### src/hdl/soc_bus_pkg.sv
package soc_bus_pkg;

  //////////////////////////////
  // Widths with a meaning
  //////////////////////////////

  // Byte address on the bus
  typedef logic [31:0] addr_t;
  // One bus data word
  typedef logic [31:0] data_t;
  // Byte enables, all zero for a read
  typedef logic [3:0]  strb_t;
  // Word index into the main RAM
  typedef logic [15:0] ram_word_t;

  //////////////////////////////
  // Bus structs
  //////////////////////////////

  // Master to slave, held stable until ready
  typedef struct packed {
    logic  valid;
    strb_t wstrb;
    addr_t addr;
    data_t wdata;
  } bus_req_t;

  // Slave to master, rdata and err meaningful only with ready
  typedef struct packed {
    logic  ready;
    logic  err;
    data_t rdata;
  } bus_rsp_t;

  // Loader write into the RAM
  typedef struct packed {
    logic      en;
    ram_word_t word;
    data_t     data;
  } ram_wr_t;

  // Decoded target of a request
  typedef enum logic [1:0] {
    TGT_RAM,
    TGT_TIMER_LO,
    TGT_TIMER_HI,
    TGT_NONE
  } target_e;

  //////////////////////////////
  // Address map
  //////////////////////////////

  // RAM window, 1 MB
  localparam addr_t RAM_BASE      = 32'h4000_0000;
  localparam addr_t RAM_MASK      = 32'h000F_FFFF;
  // Timer halves
  localparam addr_t TIMER_LO_ADDR = 32'h3000_0000;
  localparam addr_t TIMER_HI_ADDR = 32'h3000_0004;

  // First byte of a load frame
  localparam logic [7:0] LOAD_SYNC = 8'h5A;

endpackage

### src/hdl/uart_program_loader.sv
`timescale 1ns/1ps

module uart_program_loader import soc_bus_pkg::*; #(
  parameter int CLKS_PER_BIT = 8
) (
  input  logic    clk_i,
  input  logic    rst_n,
  input  logic    prog_rx_i,
  output ram_wr_t ram_wr_o,
  output logic    sys_rst_n_o,
  output logic    busy_o
);

  localparam int CW = $clog2(CLKS_PER_BIT);

  typedef enum logic [1:0] {RX_IDLE, RX_START, RX_DATA, RX_STOP} rx_state_e;
  typedef enum logic [1:0] {F_IDLE, F_CNT_LO, F_CNT_HI, F_DATA} frame_state_e;

  logic [1:0]    rx_sync_q;
  logic          rx_bit;
  rx_state_e     rx_state_q;
  logic [CW-1:0] clk_cnt_q;
  logic [2:0]    bit_idx_q;
  logic [7:0]    shift_q;
  logic          byte_vld_q;

  frame_state_e  f_state_q;
  logic [7:0]    cnt_lo_q;
  ram_word_t     words_left_q;
  ram_word_t     word_idx_q;
  logic [1:0]    byte_idx_q;
  data_t         word_q;
  ram_wr_t       wr_q;

  //////////////////////////////
  // UART 8N1 receiver
  //////////////////////////////

  // Two flops against metastability, line idles high
  always_ff @(posedge clk_i) begin
    if (!rst_n) begin
      rx_sync_q <= 2'b11;
    end else begin
      rx_sync_q <= {rx_sync_q[0], prog_rx_i};
    end
  end
  assign rx_bit = rx_sync_q[1];

  always_ff @(posedge clk_i) begin
    if (!rst_n) begin
      rx_state_q <= RX_IDLE;
      clk_cnt_q  <= '0;
      bit_idx_q  <= '0;
      byte_vld_q <= 1'b0;
    end else begin
      byte_vld_q <= 1'b0;
      clk_cnt_q  <= clk_cnt_q + 1'b1;
      unique case (rx_state_q)
        RX_IDLE: begin
          clk_cnt_q <= '0;
          if (!rx_bit) rx_state_q <= RX_START;
        end
        RX_START: begin
          // Half a bit in, start bit must still be low
          if (clk_cnt_q == CW'(CLKS_PER_BIT / 2 - 1)) begin
            clk_cnt_q  <= '0;
            bit_idx_q  <= '0;
            rx_state_q <= rx_bit ? RX_IDLE : RX_DATA;
          end
        end
        RX_DATA: begin
          // Bit centres, LSB first
          if (clk_cnt_q == CW'(CLKS_PER_BIT - 1)) begin
            clk_cnt_q <= '0;
            shift_q   <= {rx_bit, shift_q[7:1]};
            bit_idx_q <= bit_idx_q + 1'b1;
            if (bit_idx_q == 3'd7) rx_state_q <= RX_STOP;
          end
        end
        default: begin
          // Byte kept only with a good stop bit
          if (clk_cnt_q == CW'(CLKS_PER_BIT - 1)) begin
            byte_vld_q <= rx_bit;
            rx_state_q <= RX_IDLE;
          end
        end
      endcase
    end
  end

  //////////////////////////////
  // Frame state machine
  //////////////////////////////

  always_ff @(posedge clk_i) begin
    if (!rst_n) begin
      f_state_q <= F_IDLE;
      wr_q.en   <= 1'b0;
    end else begin
      wr_q.en <= 1'b0;
      unique case (f_state_q)
        F_IDLE: begin
          // Anything before the sync byte is dropped
          if (byte_vld_q && shift_q == LOAD_SYNC) begin
            f_state_q  <= F_CNT_LO;
            word_idx_q <= '0;
            byte_idx_q <= '0;
          end
        end
        F_CNT_LO: begin
          if (byte_vld_q) begin
            cnt_lo_q  <= shift_q;
            f_state_q <= F_CNT_HI;
          end
        end
        F_CNT_HI: begin
          if (byte_vld_q) begin
            words_left_q <= {shift_q, cnt_lo_q};
            // Empty frame closes at once
            f_state_q    <= ({shift_q, cnt_lo_q} == '0) ? F_IDLE : F_DATA;
          end
        end
        default: begin
          if (byte_vld_q) begin
            word_q     <= {shift_q, word_q[31:8]};
            byte_idx_q <= byte_idx_q + 1'b1;
            if (byte_idx_q == 2'd3) begin
              // Fourth byte completes the word
              wr_q.en      <= 1'b1;
              wr_q.word    <= word_idx_q;
              wr_q.data    <= {shift_q, word_q[31:8]};
              word_idx_q   <= word_idx_q + 1'b1;
              words_left_q <= words_left_q - 1'b1;
            end
          end
          // Leave one cycle after the last write
          if (wr_q.en && words_left_q == '0) f_state_q <= F_IDLE;
        end
      endcase
    end
  end

  assign ram_wr_o    = wr_q;
  assign busy_o      = (f_state_q != F_IDLE);
  // System stays in reset while a frame is open
  assign sys_rst_n_o = !busy_o;

endmodule

### config.mk
export PLATFORM = sky130hd
export DESIGN_NAME = uart_program_loader
export DESIGN_NICKNAME = d
export VERILOG_FILES = /design/src/hdl/soc_bus_pkg.sv /design/src/hdl/uart_program_loader.sv
export SDC_FILE = /design/constraint.sdc
export NUM_CORES = 1
export LEC_CHECK = 0
export BUFFER_PORTS_ARGS = -buffer_cell sky130_fd_sc_hd__buf_2
export CAP_MARGIN = 20
export CORE_MARGIN = 10
export CORE_UTILIZATION = 58
export DETAILED_ROUTE_END_ITERATION = 12
export PLACE_DENSITY = 0.79
export SYNTH_ARGS = -nofsm -noshare
export SYNTH_HDL_FRONTEND = slang
export SYNTH_SLANG_ARGS = --single-unit
### constraint.sdc
create_clock -name clk_i -period 3.5 [get_ports clk_i]
set_clock_uncertainty 0.15 [all_clocks]
set_input_delay 0.175 -clock clk_i [delete_from_list [all_inputs] [get_ports clk_i]]
set_output_delay 0.175 -clock clk_i [all_outputs]
set_load 0.02 [all_outputs]
==> impl_metrics.env, run 1 <==
export IMPL_dr_pass1_iters=4
export IMPL_placed_cell_area_sq_um=5708
export IMPL_synthesis_instances=348
export IMPL_antenna_cells_inserted=0
export IMPL_synth_warning_count=0
export IMPL_core_footprint_sq_um=8806
export IMPL_grt_max_degree=35
export IMPL_post_cts_resized=0
export IMPL_dpl_hpwl_um=6147
export IMPL_die_y_um=115.5
export IMPL_worst_pin_slew_ps=701.2
export IMPL_clock_tree_from_tritoncts="done"
export IMPL_setup_violations=0
export IMPL_finalCoreUtilization_pct=72.09
export IMPL_cp_max_fo=16
export IMPL_dp_worst_setup_slack_ps=604.8
export IMPL_post_synth_cell_area_avg_sq_um=15.20
export IMPL_area_growth_synth_to_final_pct=20.04
export IMPL_post_synth_and_or_nand_nor_area_fraction_pct=11.88
export IMPL_final_design_area_no_fill_sq_um=6349
export IMPL_ir_drop_v=0.0002908
export IMPL_cts_max_path_buffers=2
export IMPL_synth_edff_count=122
export IMPL_worst_ep_required_time_ps=3500
export IMPL_max_cap_viol_count=0
export IMPL_max_clock_freq_mhz=343.4
export IMPL_total_clock_buffers_created_by_cts=17
export IMPL_floorplan_initialDensity_pct=60.06
export IMPL_die_area_sq_um=13340
export IMPL_wire_length_of_the_first_global_routing_pass_um=15570
export IMPL_clock_insertion_delay_worst_skew_ps=530
export IMPL_worst_setup_path_type="flop to flop"
export IMPL_post_synth_most_frequent_cells="122 x sky130_fd_sc_hd__edfxtp_1, 26 x sky130_fd_sc_hd__nand2_1, 25 x sky130_fd_sc_hd__nor2_1, 15 x sky130_fd_sc_hd__xnor2_1, 14 x sky130_fd_sc_hd__dfxtp_1"
export IMPL_drt_first_iter_violations=226
export IMPL_synth_top_area_cell="sky130_fd_sc_hd__edfxtp_1"
export IMPL_synth_top_cells_by_area="sky130_fd_sc_hd__edfxtp_1 69%, sky130_fd_sc_hd__dfxtp_1 5.3%, sky130_fd_sc_hd__ha_1 3.1%"
export IMPL_status="finished clean"
export IMPL_synthDominantCellAreaShare_pct=69.27
export IMPL_worstSetupEndpointType="flop"
export IMPL_antenna_violating_nets_post_route=0
export IMPL_post_cts_setup_buffer_count=0
export IMPL_finalHoldViolations=0
export IMPL_timing_max_slew_rel_slack_pct=53.26
export IMPL_path_clk_slew_ps=70
export IMPL_netlist_area_sq_um=5289
export IMPL_vias_per_cell=5.542
export IMPL_syn_nets=364
export IMPL_main_combinational_cell_family_by_area_after_synthesis="simple AND/OR/NAND/NOR gates"
export IMPL_synth_compound_gate_area_share_pct=4.968
export IMPL_total_congestion_overflow_after_global_routing=0
export IMPL_synthAdderAreaFrac_pct=3.075
export IMPL_synth_ff_latch_count=136
export IMPL_detailroute_via_count=2998
export IMPL_drt_total_wl_um=9555
export IMPL_sum_neg_setup_slack_ps=0
export IMPL_power_leakage_nw=2.279
export IMPL_cts_hold_repair_buffers=3
export IMPL_maxSlewViolCount=0
export IMPL_cts_root_buffer_cell="sky130_fd_sc_hd__clkbuf_8"
export IMPL_pwr_density_cell_nw_per_um2=564.8
export IMPL_synth_mux_area_share_pct=0.1893
export IMPL_cp_arrival_ps=2910
export IMPL_num_rows=34
export IMPL_async_set_or_reset_register_ratio_after_synthesis_pct=0
export IMPL_critical_path_startpoint_type="flop"
export IMPL_yosys_most_used_dff="sky130_fd_sc_hd__edfxtp_1"
export IMPL_drive_above_1_share_pct=24.48
export IMPL_via_count_of_the_first_global_routing_pass=2978
export IMPL_boundaryPins=54
export IMPL_place_port_buffers=53
export IMPL_timing_final_crit_share_pct=83.20
export IMPL_die_w_um=115.5
export IMPL_fin_ws_ps=588.0
export IMPL_synth_cell_type_count=45
export IMPL_grt_antenna_before_repair=0
export IMPL_synthMostInstantiatedCell="sky130_fd_sc_hd__edfxtp_1"
export IMPL_drc_errors=0
export IMPL_htree_levels=4
export IMPL_place_congestion=0.7619
export IMPL_finalWorstPathRequiredPeriod_ps=2912
export IMPL_num_nets_final=436
export IMPL_post_synthesis_sequential_area_ratio_pct=74.57
export IMPL_min_delay_path_class="flop to flop"
export IMPL_grt_total_usage_pct=15.09
export IMPL_unrepaired_setup_endpoints_after_global_routing="no"
export IMPL_clkSinkCount=136
export IMPL_drt_wl_cell_um=17.66
export IMPL_synth_xor_xnor_area_share_pct=3.974
sequential cells by signal, indices dropped and copies added (netlist names):
signal,cells
clk_cnt_q,3
cnt_lo_q,8
shift_q,8
words_left_q,16
rx_state_q,2
word_q,24
ram_wr_o,49
byte_vld_q,1
byte_idx_q,2
rx_sync_q,2
f_state_q,2
word_idx_q,16
bit_idx_q,3
report_power, final:
part           leakage (nW)  total, mW  switching [mW]  internal (mW)
Combinational         0.683     0.0111         0.00507        0.00599
Clock                 0.303       1.83           0.768           1.06
Sequential             1.29       1.75         0.00193           1.74
final cells by class:
class | instances | area [sq um]
sequential | 136 | 3944
fill | 564 | 2457
multi-input combinational | 193 | 1281
clock buffer | 17 | 414.1
timing repair buffer | 62 | 340.3
clock inverter | 15 | 196.4
tap | 108 | 135.1
inverter | 10 | 37.54
critical path, cell delays in order, from the launching register on:
cell and delay (ps):
sky130_fd_sc_hd__edfxtp_1 480, sky130_fd_sc_hd__or4_1 580, sky130_fd_sc_hd__o21ai_0 260, sky130_fd_sc_hd__nor3b_1 420, sky130_fd_sc_hd__o21a_1 650
metal layers:
layer | track usage [%] | share of wire, % | vias up
met1 | 18.99 | 44 | 1447
met4 | 6.334 | 1.1 | 0
met2 | 23.38 | 49 | 92
met5 | 0 | 0 | -
li1 | - | - | 1450
met3 | 5.271 | 6.2 | 9
cell families (layout without fill, tap and decap cells):
group	after synthesis	after routing
buffers and inverters	19	104
AOI/OAI and AO/OA	43	43
and+or+nand+nor	112	112
muxes	1	1
xor gates and xnor gates	24	24
adders and majority gates	13	13
DFF	136	136
worst paths after layout:
check / startpoint / to / slack [ps] / cells after the start
setup reg to reg: shift_q[2] / word_idx_q[15] / 590 / 4
setup / recovery: shift_q[2] / word_idx_q[15] / 590 / 4
hold reg to reg: rx_sync_q[0] / rx_sync_q[1] / 260 / 1
hold / removal: rx_sync_q[0] / rx_sync_q[1] / 260 / 1
cell usage in the layout (no fill, tap or decap), types with 2 or more instances in the layout:
cell type / n
sky130_fd_sc_hd__and2_1: 2
sky130_fd_sc_hd__dlygate4sd3_1: 3
sky130_fd_sc_hd__nor3b_1: 3
sky130_fd_sc_hd__buf_4: 6
sky130_fd_sc_hd__o21ai_0: 13
sky130_fd_sc_hd__nor3_2: 2
sky130_fd_sc_hd__or4_4: 2
sky130_fd_sc_hd__nor4_2: 3
sky130_fd_sc_hd__and4_1: 2
sky130_fd_sc_hd__o31ai_1: 2
sky130_fd_sc_hd__nand4_1: 2
sky130_fd_sc_hd__inv_1: 10
sky130_fd_sc_hd__xnor2_1: 15
sky130_fd_sc_hd__dfxtp_1: 14
sky130_fd_sc_hd__nand2b_1: 2
sky130_fd_sc_hd__or3_1: 5
sky130_fd_sc_hd__buf_2: 53
sky130_fd_sc_hd__xor2_1: 9
sky130_fd_sc_hd__inv_8: 6
sky130_fd_sc_hd__nor2_1: 25
sky130_fd_sc_hd__a21o_1: 2
sky130_fd_sc_hd__ha_1: 13
sky130_fd_sc_hd__nand2_1: 26
sky130_fd_sc_hd__or4_1: 4
sky130_fd_sc_hd__nor2b_1: 6
sky130_fd_sc_hd__and3_1: 4
sky130_fd_sc_hd__o41ai_1: 2
sky130_fd_sc_hd__o221ai_1: 2
sky130_fd_sc_hd__edfxtp_1: 122
sky130_fd_sc_hd__o21ai_1: 4
sky130_fd_sc_hd__inv_6: 5
sky130_fd_sc_hd__nand3_1: 10
sky130_fd_sc_hd__clkbuf_16: 16
sky130_fd_sc_hd__bufinv_16: 2
sky130_fd_sc_hd__a21oi_1: 12
sky130_fd_sc_hd__nor3_1: 5
stage by stage:
step / hold slack (ps) / std cells / total power [mW]
floorplan: 98.04 / 348 / 1.785
global placement: 213.2 / 506 / 1.789
detailed placement: 214.2 / 506 / 1.789
CTS: 262.5 / 541 / 3.607
global route: 271.0 / 541 / 3.689
finish: 256.9 / 541 / 3.586
(Power assumes the default switching activity.)
==> run 2: changes to the inputs <==
CORE_UTILIZATION = 52   (was 58)
PLACE_DENSITY = 0.74   (was 0.79)
clock period = 2.44 ns   (was 3.5 ns; I/O delays follow)
==> run 2 against run 1 <==
Via count is 1.3% higher. Critical endpoint is now words_left_q[10]. Routed wire length is 1.5% lower. Power is 39% higher. Register-to-register slack worse by 510 ps. Final area is 1.5% higher. Sequential power is 43% higher. Non-clock buffer count is 8 higher. Critical path type unchanged. Flip-flop and latch count stayed put. Final cell count is 5.9% higher. Core utilization is 6.5 points lower. Fmax is 23% higher. Setup slack worse by 510 ps.
==> impl_metrics.env, run 2 (synthesized netlist as in run 1, its figures left out) <==
export IMPL_num_rows=36
export IMPL_most_common_layout_cells="122 x sky130_fd_sc_hd__edfxtp_1, 53 x sky130_fd_sc_hd__buf_2, 26 x sky130_fd_sc_hd__nand2_1"
export IMPL_wire_length_of_the_first_global_routing_pass_um=15280
export IMPL_finalHoldViolations=0
export IMPL_status="finished clean"
export IMPL_critical_path_startpoint_type="flop"
export IMPL_critical_path_max_stage_delay_ps=470
export IMPL_worst_ep_required_time_ps=2540
export IMPL_power_leakage_nw=2.294
export IMPL_met1Wirelength_um=4029
export IMPL_cp_max_fo=3
export IMPL_routed_top_layer="met4"
export IMPL_worstSetupEndpointType="flop"
export IMPL_post_cts_setup_buffer_count=0
export IMPL_totalPowerFinal_mw=4.970
export IMPL_dpl_hpwl_um=6038
export IMPL_cts_root_buffer_cell="sky130_fd_sc_hd__clkbuf_8"
export IMPL_drt_total_wl_um=9413
export IMPL_finalWorstPathRequiredPeriod_ps=2363
export IMPL_drt_first_iter_violations=201
export IMPL_boundaryPins=54
export IMPL_drt_wl_cell_um=16.43
export IMPL_final_design_area_no_fill_sq_um=6445
export IMPL_place_congestion=0.8222
export IMPL_clock_insertion_delay_worst_skew_ps=510
export IMPL_instance_count_after_placement_with_tap_cells_included=539
export IMPL_path_clk_slew_ps=60
export IMPL_ir_drop_v=0.0004046
export IMPL_htree_levels=4
export IMPL_crit_chain="inv_1, ha_4, or4b_4, or2_4, or3_1, xor2_1, o21ai_1"
export IMPL_total_clock_buffers_created_by_cts=17
export IMPL_grt_total_usage_pct=13.42
export IMPL_placed_cell_area_sq_um=5823
export IMPL_dr_pass1_iters=5
export IMPL_worst_setup_path_type="flop to flop"
export IMPL_place_port_buffers=53
export IMPL_die_w_um=120.9
export IMPL_grt_antenna_before_repair=0
export IMPL_antenna_violating_nets_post_route=0
export IMPL_largest_register_ff_count=49
export IMPL_core_footprint_sq_um=9819
export IMPL_cp_slowest_cell="sky130_fd_sc_hd__or4b_4"
export IMPL_timing_final_crit_share_pct=96.85
export IMPL_cp_arrival_ps=2470
export IMPL_detailroute_via_count=3036
export IMPL_min_delay_path_class="flop to flop"
export IMPL_die_y_um=120.9
export IMPL_max_cap_viol_count=0
export IMPL_setup_violations=0
export IMPL_met2_length_um=4582
export IMPL_route_met3_wl_um=659
export IMPL_drive_above_1_share_pct=25.91
export IMPL_cts_max_path_buffers=2
export IMPL_clock_tree_from_tritoncts="done"
export IMPL_most_common_cell_after_layout_fill_and_taps_aside="sky130_fd_sc_hd__edfxtp_1"
export IMPL_clkSinkCount=136
export IMPL_floorplan_initialDensity_pct=53.86
export IMPL_max_clock_freq_mhz=423.2
export IMPL_timing_max_slew_rel_slack_pct=59.55
export IMPL_antenna_cells_inserted=0
export IMPL_vias_per_cell=5.298
export IMPL_drc_errors=0
export IMPL_stdcell_count=573
export IMPL_num_nets_final=444
export IMPL_total_congestion_overflow_after_global_routing=0
export IMPL_worst_pin_slew_ps=606.7
export IMPL_reg2reg_setup_slack_ps=80
export IMPL_grt_max_degree=49
export IMPL_via_count_of_the_first_global_routing_pass=2982
export IMPL_maxSlewViolCount=0
export IMPL_area_growth_synth_to_final_pct=21.86
export IMPL_pwr_density_cell_nw_per_um2=771.2
export IMPL_die_area_sq_um=14600
run 2: cell types whose count changed in the layout (fill, tap and decap cells not counted), sizes merged:
cell,before,now
buf,59,67
bufinv,2,3
clkbuf,17,19
clkinv,2,5
clkinvlp,0,3
inv,21,11
run 2: per-stage QoR:
step                TNS (ps)  hold slack, ps  util, %  worst slack, ps
floorplan                  0           45.04        -            108.1
global placement           0           154.6    59.30            124.0
detailed placement         0           165.7    59.30            49.27
CTS                        0           270.0    65.46            42.00
global route          -11.40           277.1    65.63           -11.40
finish                     0           267.0    65.63            76.88
run 2: area by class of cell:
type | instances | area [sq um]
flip-flops and latches | 136 | 3944
clock buffers | 19 | 421.7
fillers | 714 | 3374
well taps | 133 | 166.4
repair buffers | 70 | 412.9
multi-input cells | 193 | 1310
clock inverters | 12 | 152.6
inverters | 10 | 37.54
run 2: repair_timing:
| item | 4_1_cts | 5_1_grt |
|---|---|---|
| hold buffers | 3 | 0 |
| endpoints found under the setup margin | 0 | 19 |
| endpoints found under the hold margin | 14 | 0 |
| resized for setup | 0 | 4 |
run 2: layer usage:
layer	GRT usage [%]	vias to the layer above
met5	0	-
met4	6.184	0
met3	5.491	12
met2	20.85	90
met1	16.00	1471
li1	-	1463
run 2: critical path: cells and delay by family, from the launching register on:
family / cells / cell delay, ps
AO/OA/AOI/OAI: 1 / 70
XOR/XNOR: 1 / 150
adder cells (fa/ha/maj): 1 / 150
buffers and inverters: 1 / 110
flip-flops: 1 / 410
AND/OR/NAND/NOR: 3 / 1070
run 2: power by group:
part | total [mW] | leakage, nW | internal, mW | switching [mW]
clock network | 2.45 | 0.272 | 1.55 | 0.902
registers | 2.51 | 1.29 | 2.50 | 0.00280
logic | 0.0164 | 0.728 | 0.00860 | 0.00784
total | 4.97 | 2.29 | 4.06 | 0.912
run 2: final timing paths:
| path | startpoint | to | cells past startpoint |
|---|---|---|---|
| worst min-delay path | rx_sync_q[0] | rx_sync_q[1] | 1 |
| worst max-delay path | words_left_q[1] | words_left_q[10] | 7 |
| worst min register to register | rx_sync_q[0] | rx_sync_q[1] | 1 |
| worst max register to register | words_left_q[1] | words_left_q[10] | 7 |
==> run 3: changes to the inputs <==
ABC_CLOCK_PERIOD_IN_PS = 2440   (was default)
CORE_MARGIN = 2   (was 10)
CTS_CLUSTER_SIZE = 25   (was default)
==> run 3 against run 2 <==
Power is 1.7% lower. Sequential power hardly changed. Count of clock-buffer cells in the layout is 2 lower. Critical path type unchanged. Largest cell class unchanged.
==> impl_metrics.env, run 3 (synthesized netlist as in run 1, its figures left out) <==
export IMPL_most_common_layout_cells="122 x sky130_fd_sc_hd__edfxtp_1, 53 x sky130_fd_sc_hd__buf_2, 26 x sky130_fd_sc_hd__nand2_1"
export IMPL_die_area_sq_um=10990
export IMPL_ir_drop_v=0.0004039
export IMPL_setup_violations=0
export IMPL_finalWorstPathRequiredPeriod_ps=2374
export IMPL_total_congestion_overflow_after_global_routing=0
export IMPL_multi_input_comb_area_sq_um=1305
export IMPL_dr_pass1_iters=4
export IMPL_timing_final_crit_share_pct=97.31
export IMPL_drive_above_1_share_pct=27.25
export IMPL_detailroute_via_count=3041
export IMPL_min_delay_path_class="flop to flop"
export IMPL_max_clock_freq_mhz=421.1
export IMPL_floorplan_initialDensity_pct=53.86
export IMPL_grt_total_usage_pct=16.99
export IMPL_clkSinkCount=136
export IMPL_place_congestion=0.8120
export IMPL_worst_ep_required_time_ps=2560
export IMPL_antenna_violating_nets_post_route=0
export IMPL_largest_register_ff_count=49
export IMPL_vias_per_cell=5.270
export IMPL_worst_setup_path_type="flop to flop"
export IMPL_most_common_cell_after_layout_fill_and_taps_aside="sky130_fd_sc_hd__edfxtp_1"
export IMPL_cts_root_buffer_cell="sky130_fd_sc_hd__clkbuf_8"
export IMPL_drt_wl_cell_um=15.01
export IMPL_cp_arrival_ps=2490
export IMPL_fin_ws_ps=65.54
export IMPL_place_port_buffers=53
export IMPL_num_nets_final=447
export IMPL_maxSlewViolCount=0
export IMPL_dp_worst_setup_slack_ps=50.37
export IMPL_htree_levels=4
export IMPL_finalHoldViolations=0
export IMPL_wire_length_of_the_first_global_routing_pass_um=14350
export IMPL_dpl_hpwl_um=5674
export IMPL_boundaryPins=54
export IMPL_final_fill_count=707
export IMPL_whs_ps=270.4
export IMPL_worst_pin_slew_ps=607.1
export IMPL_clock_tree_from_tritoncts="done"
export IMPL_path_clk_slew_ps=60
export IMPL_totalPowerFinal_mw=4.885
export IMPL_worstSetupEndpointType="flop"
export IMPL_power_leakage_nw=2.301
export IMPL_cts_max_path_buffers=2
export IMPL_area_growth_synth_to_final_pct=21.81
export IMPL_total_clock_buffers_created_by_cts=17
export IMPL_grt_max_degree=49
export IMPL_via_count_of_the_first_global_routing_pass=2932
export IMPL_drt_total_wl_um=8662
export IMPL_drt_first_iter_violations=210
export IMPL_antenna_cells_inserted=0
export IMPL_grt_antenna_before_repair=0
export IMPL_drc_errors=0
export IMPL_num_rows=36
export IMPL_die_y_um=104.9
export IMPL_core_footprint_sq_um=9819
export IMPL_cp_max_fo=3
export IMPL_pwr_density_cell_nw_per_um2=758.3
export IMPL_die_w_um=104.9
export IMPL_status="finished clean"
export IMPL_timing_max_slew_rel_slack_pct=59.53
export IMPL_seqCellArea_sq_um=3944
export IMPL_max_cap_viol_count=0
export IMPL_critical_path_startpoint_type="flop"
export IMPL_clock_insertion_delay_worst_skew_ps=520
==> run 3: cell count changes in the layout (fill, tap and decap cells not counted), sizes merged <==
cell / previous run / this run
inv: 11 / 16
buf: 67 / 70
bufinv: 3 / 1
clkbuf: 19 / 17
==> run 3: where the power goes <==
part,internal [mW],total [mW],switching [mW]
clock,1.37,2.36,0.995
sequential,2.50,2.50,0.00299
combinational,0.00970,0.0175,0.00784
total,3.88,4.89,1.01
==> run 3: worst max-delay path: stages (launching register included) <==
cell                       delay [ps]
sky130_fd_sc_hd__edfxtp_1         420
sky130_fd_sc_hd__inv_1             80
sky130_fd_sc_hd__ha_2             190
sky130_fd_sc_hd__or4b_4           480
sky130_fd_sc_hd__or2_4            260
sky130_fd_sc_hd__or3_4            330
sky130_fd_sc_hd__xor2_1           140
sky130_fd_sc_hd__o21ai_1           70
==> run 3: repair_timing <==
item / in CTS / in global routing
endpoints found under the setup margin: 0 / 19
resized for setup: 0 / 3
hold endpoints to repair: 14 / 0
hold buffers: 3 / 0
setup buffers: 0 / 3
==> run 3: layout make-up <==
type | count | share of cell area, %
Sequential cell | 136 | 61.22
Clock buffer | 17 | 6.428
Tap cell | 133 | 2.583
Inverter | 10 | 0.5826
Clock inverter | 15 | 2.175
Multi-Input combinational cell | 193 | 20.26
Timing Repair Buffer | 73 | 6.759
==> run 3: worst paths after layout <==
path,end,start,slack (ps),cells after the start
min,ram_wr_o[6],word_q[14],270,0
max reg2reg,words_left_q[10],words_left_q[1],70,7
max,words_left_q[10],words_left_q[1],70,7
min reg2reg,ram_wr_o[6],word_q[14],270,0
==> run 3: routing by layer <==
| layer | vias to the layer above | global-route usage [%] | share of wire, % |
|---|---|---|---|
| li1 | 1470 | - | - |
| met1 | 1466 | 22.61 | 45 |
| met2 | 87 | 26.21 | 48 |
| met3 | 18 | 4.180 | 5.3 |
| met4 | 0 | 8.476 | 2.1 |
| met5 | - | 0 | 0 |
==> run 3: stage by stage <==
step / cells / setup TNS [ps] / utilization (%) / instance area [sq um]
finish: 577 / 0 / 65.61 / 6442
CTS: 574 / 0 / 65.25 / 6407
global placement: 539 / 0 / 59.30 / 5823
detailed placement: 539 / 0 / 59.30 / 5823
global route: 577 / -4.836 / 65.61 / 6442
floorplan: 348 / 0 / - / 5308
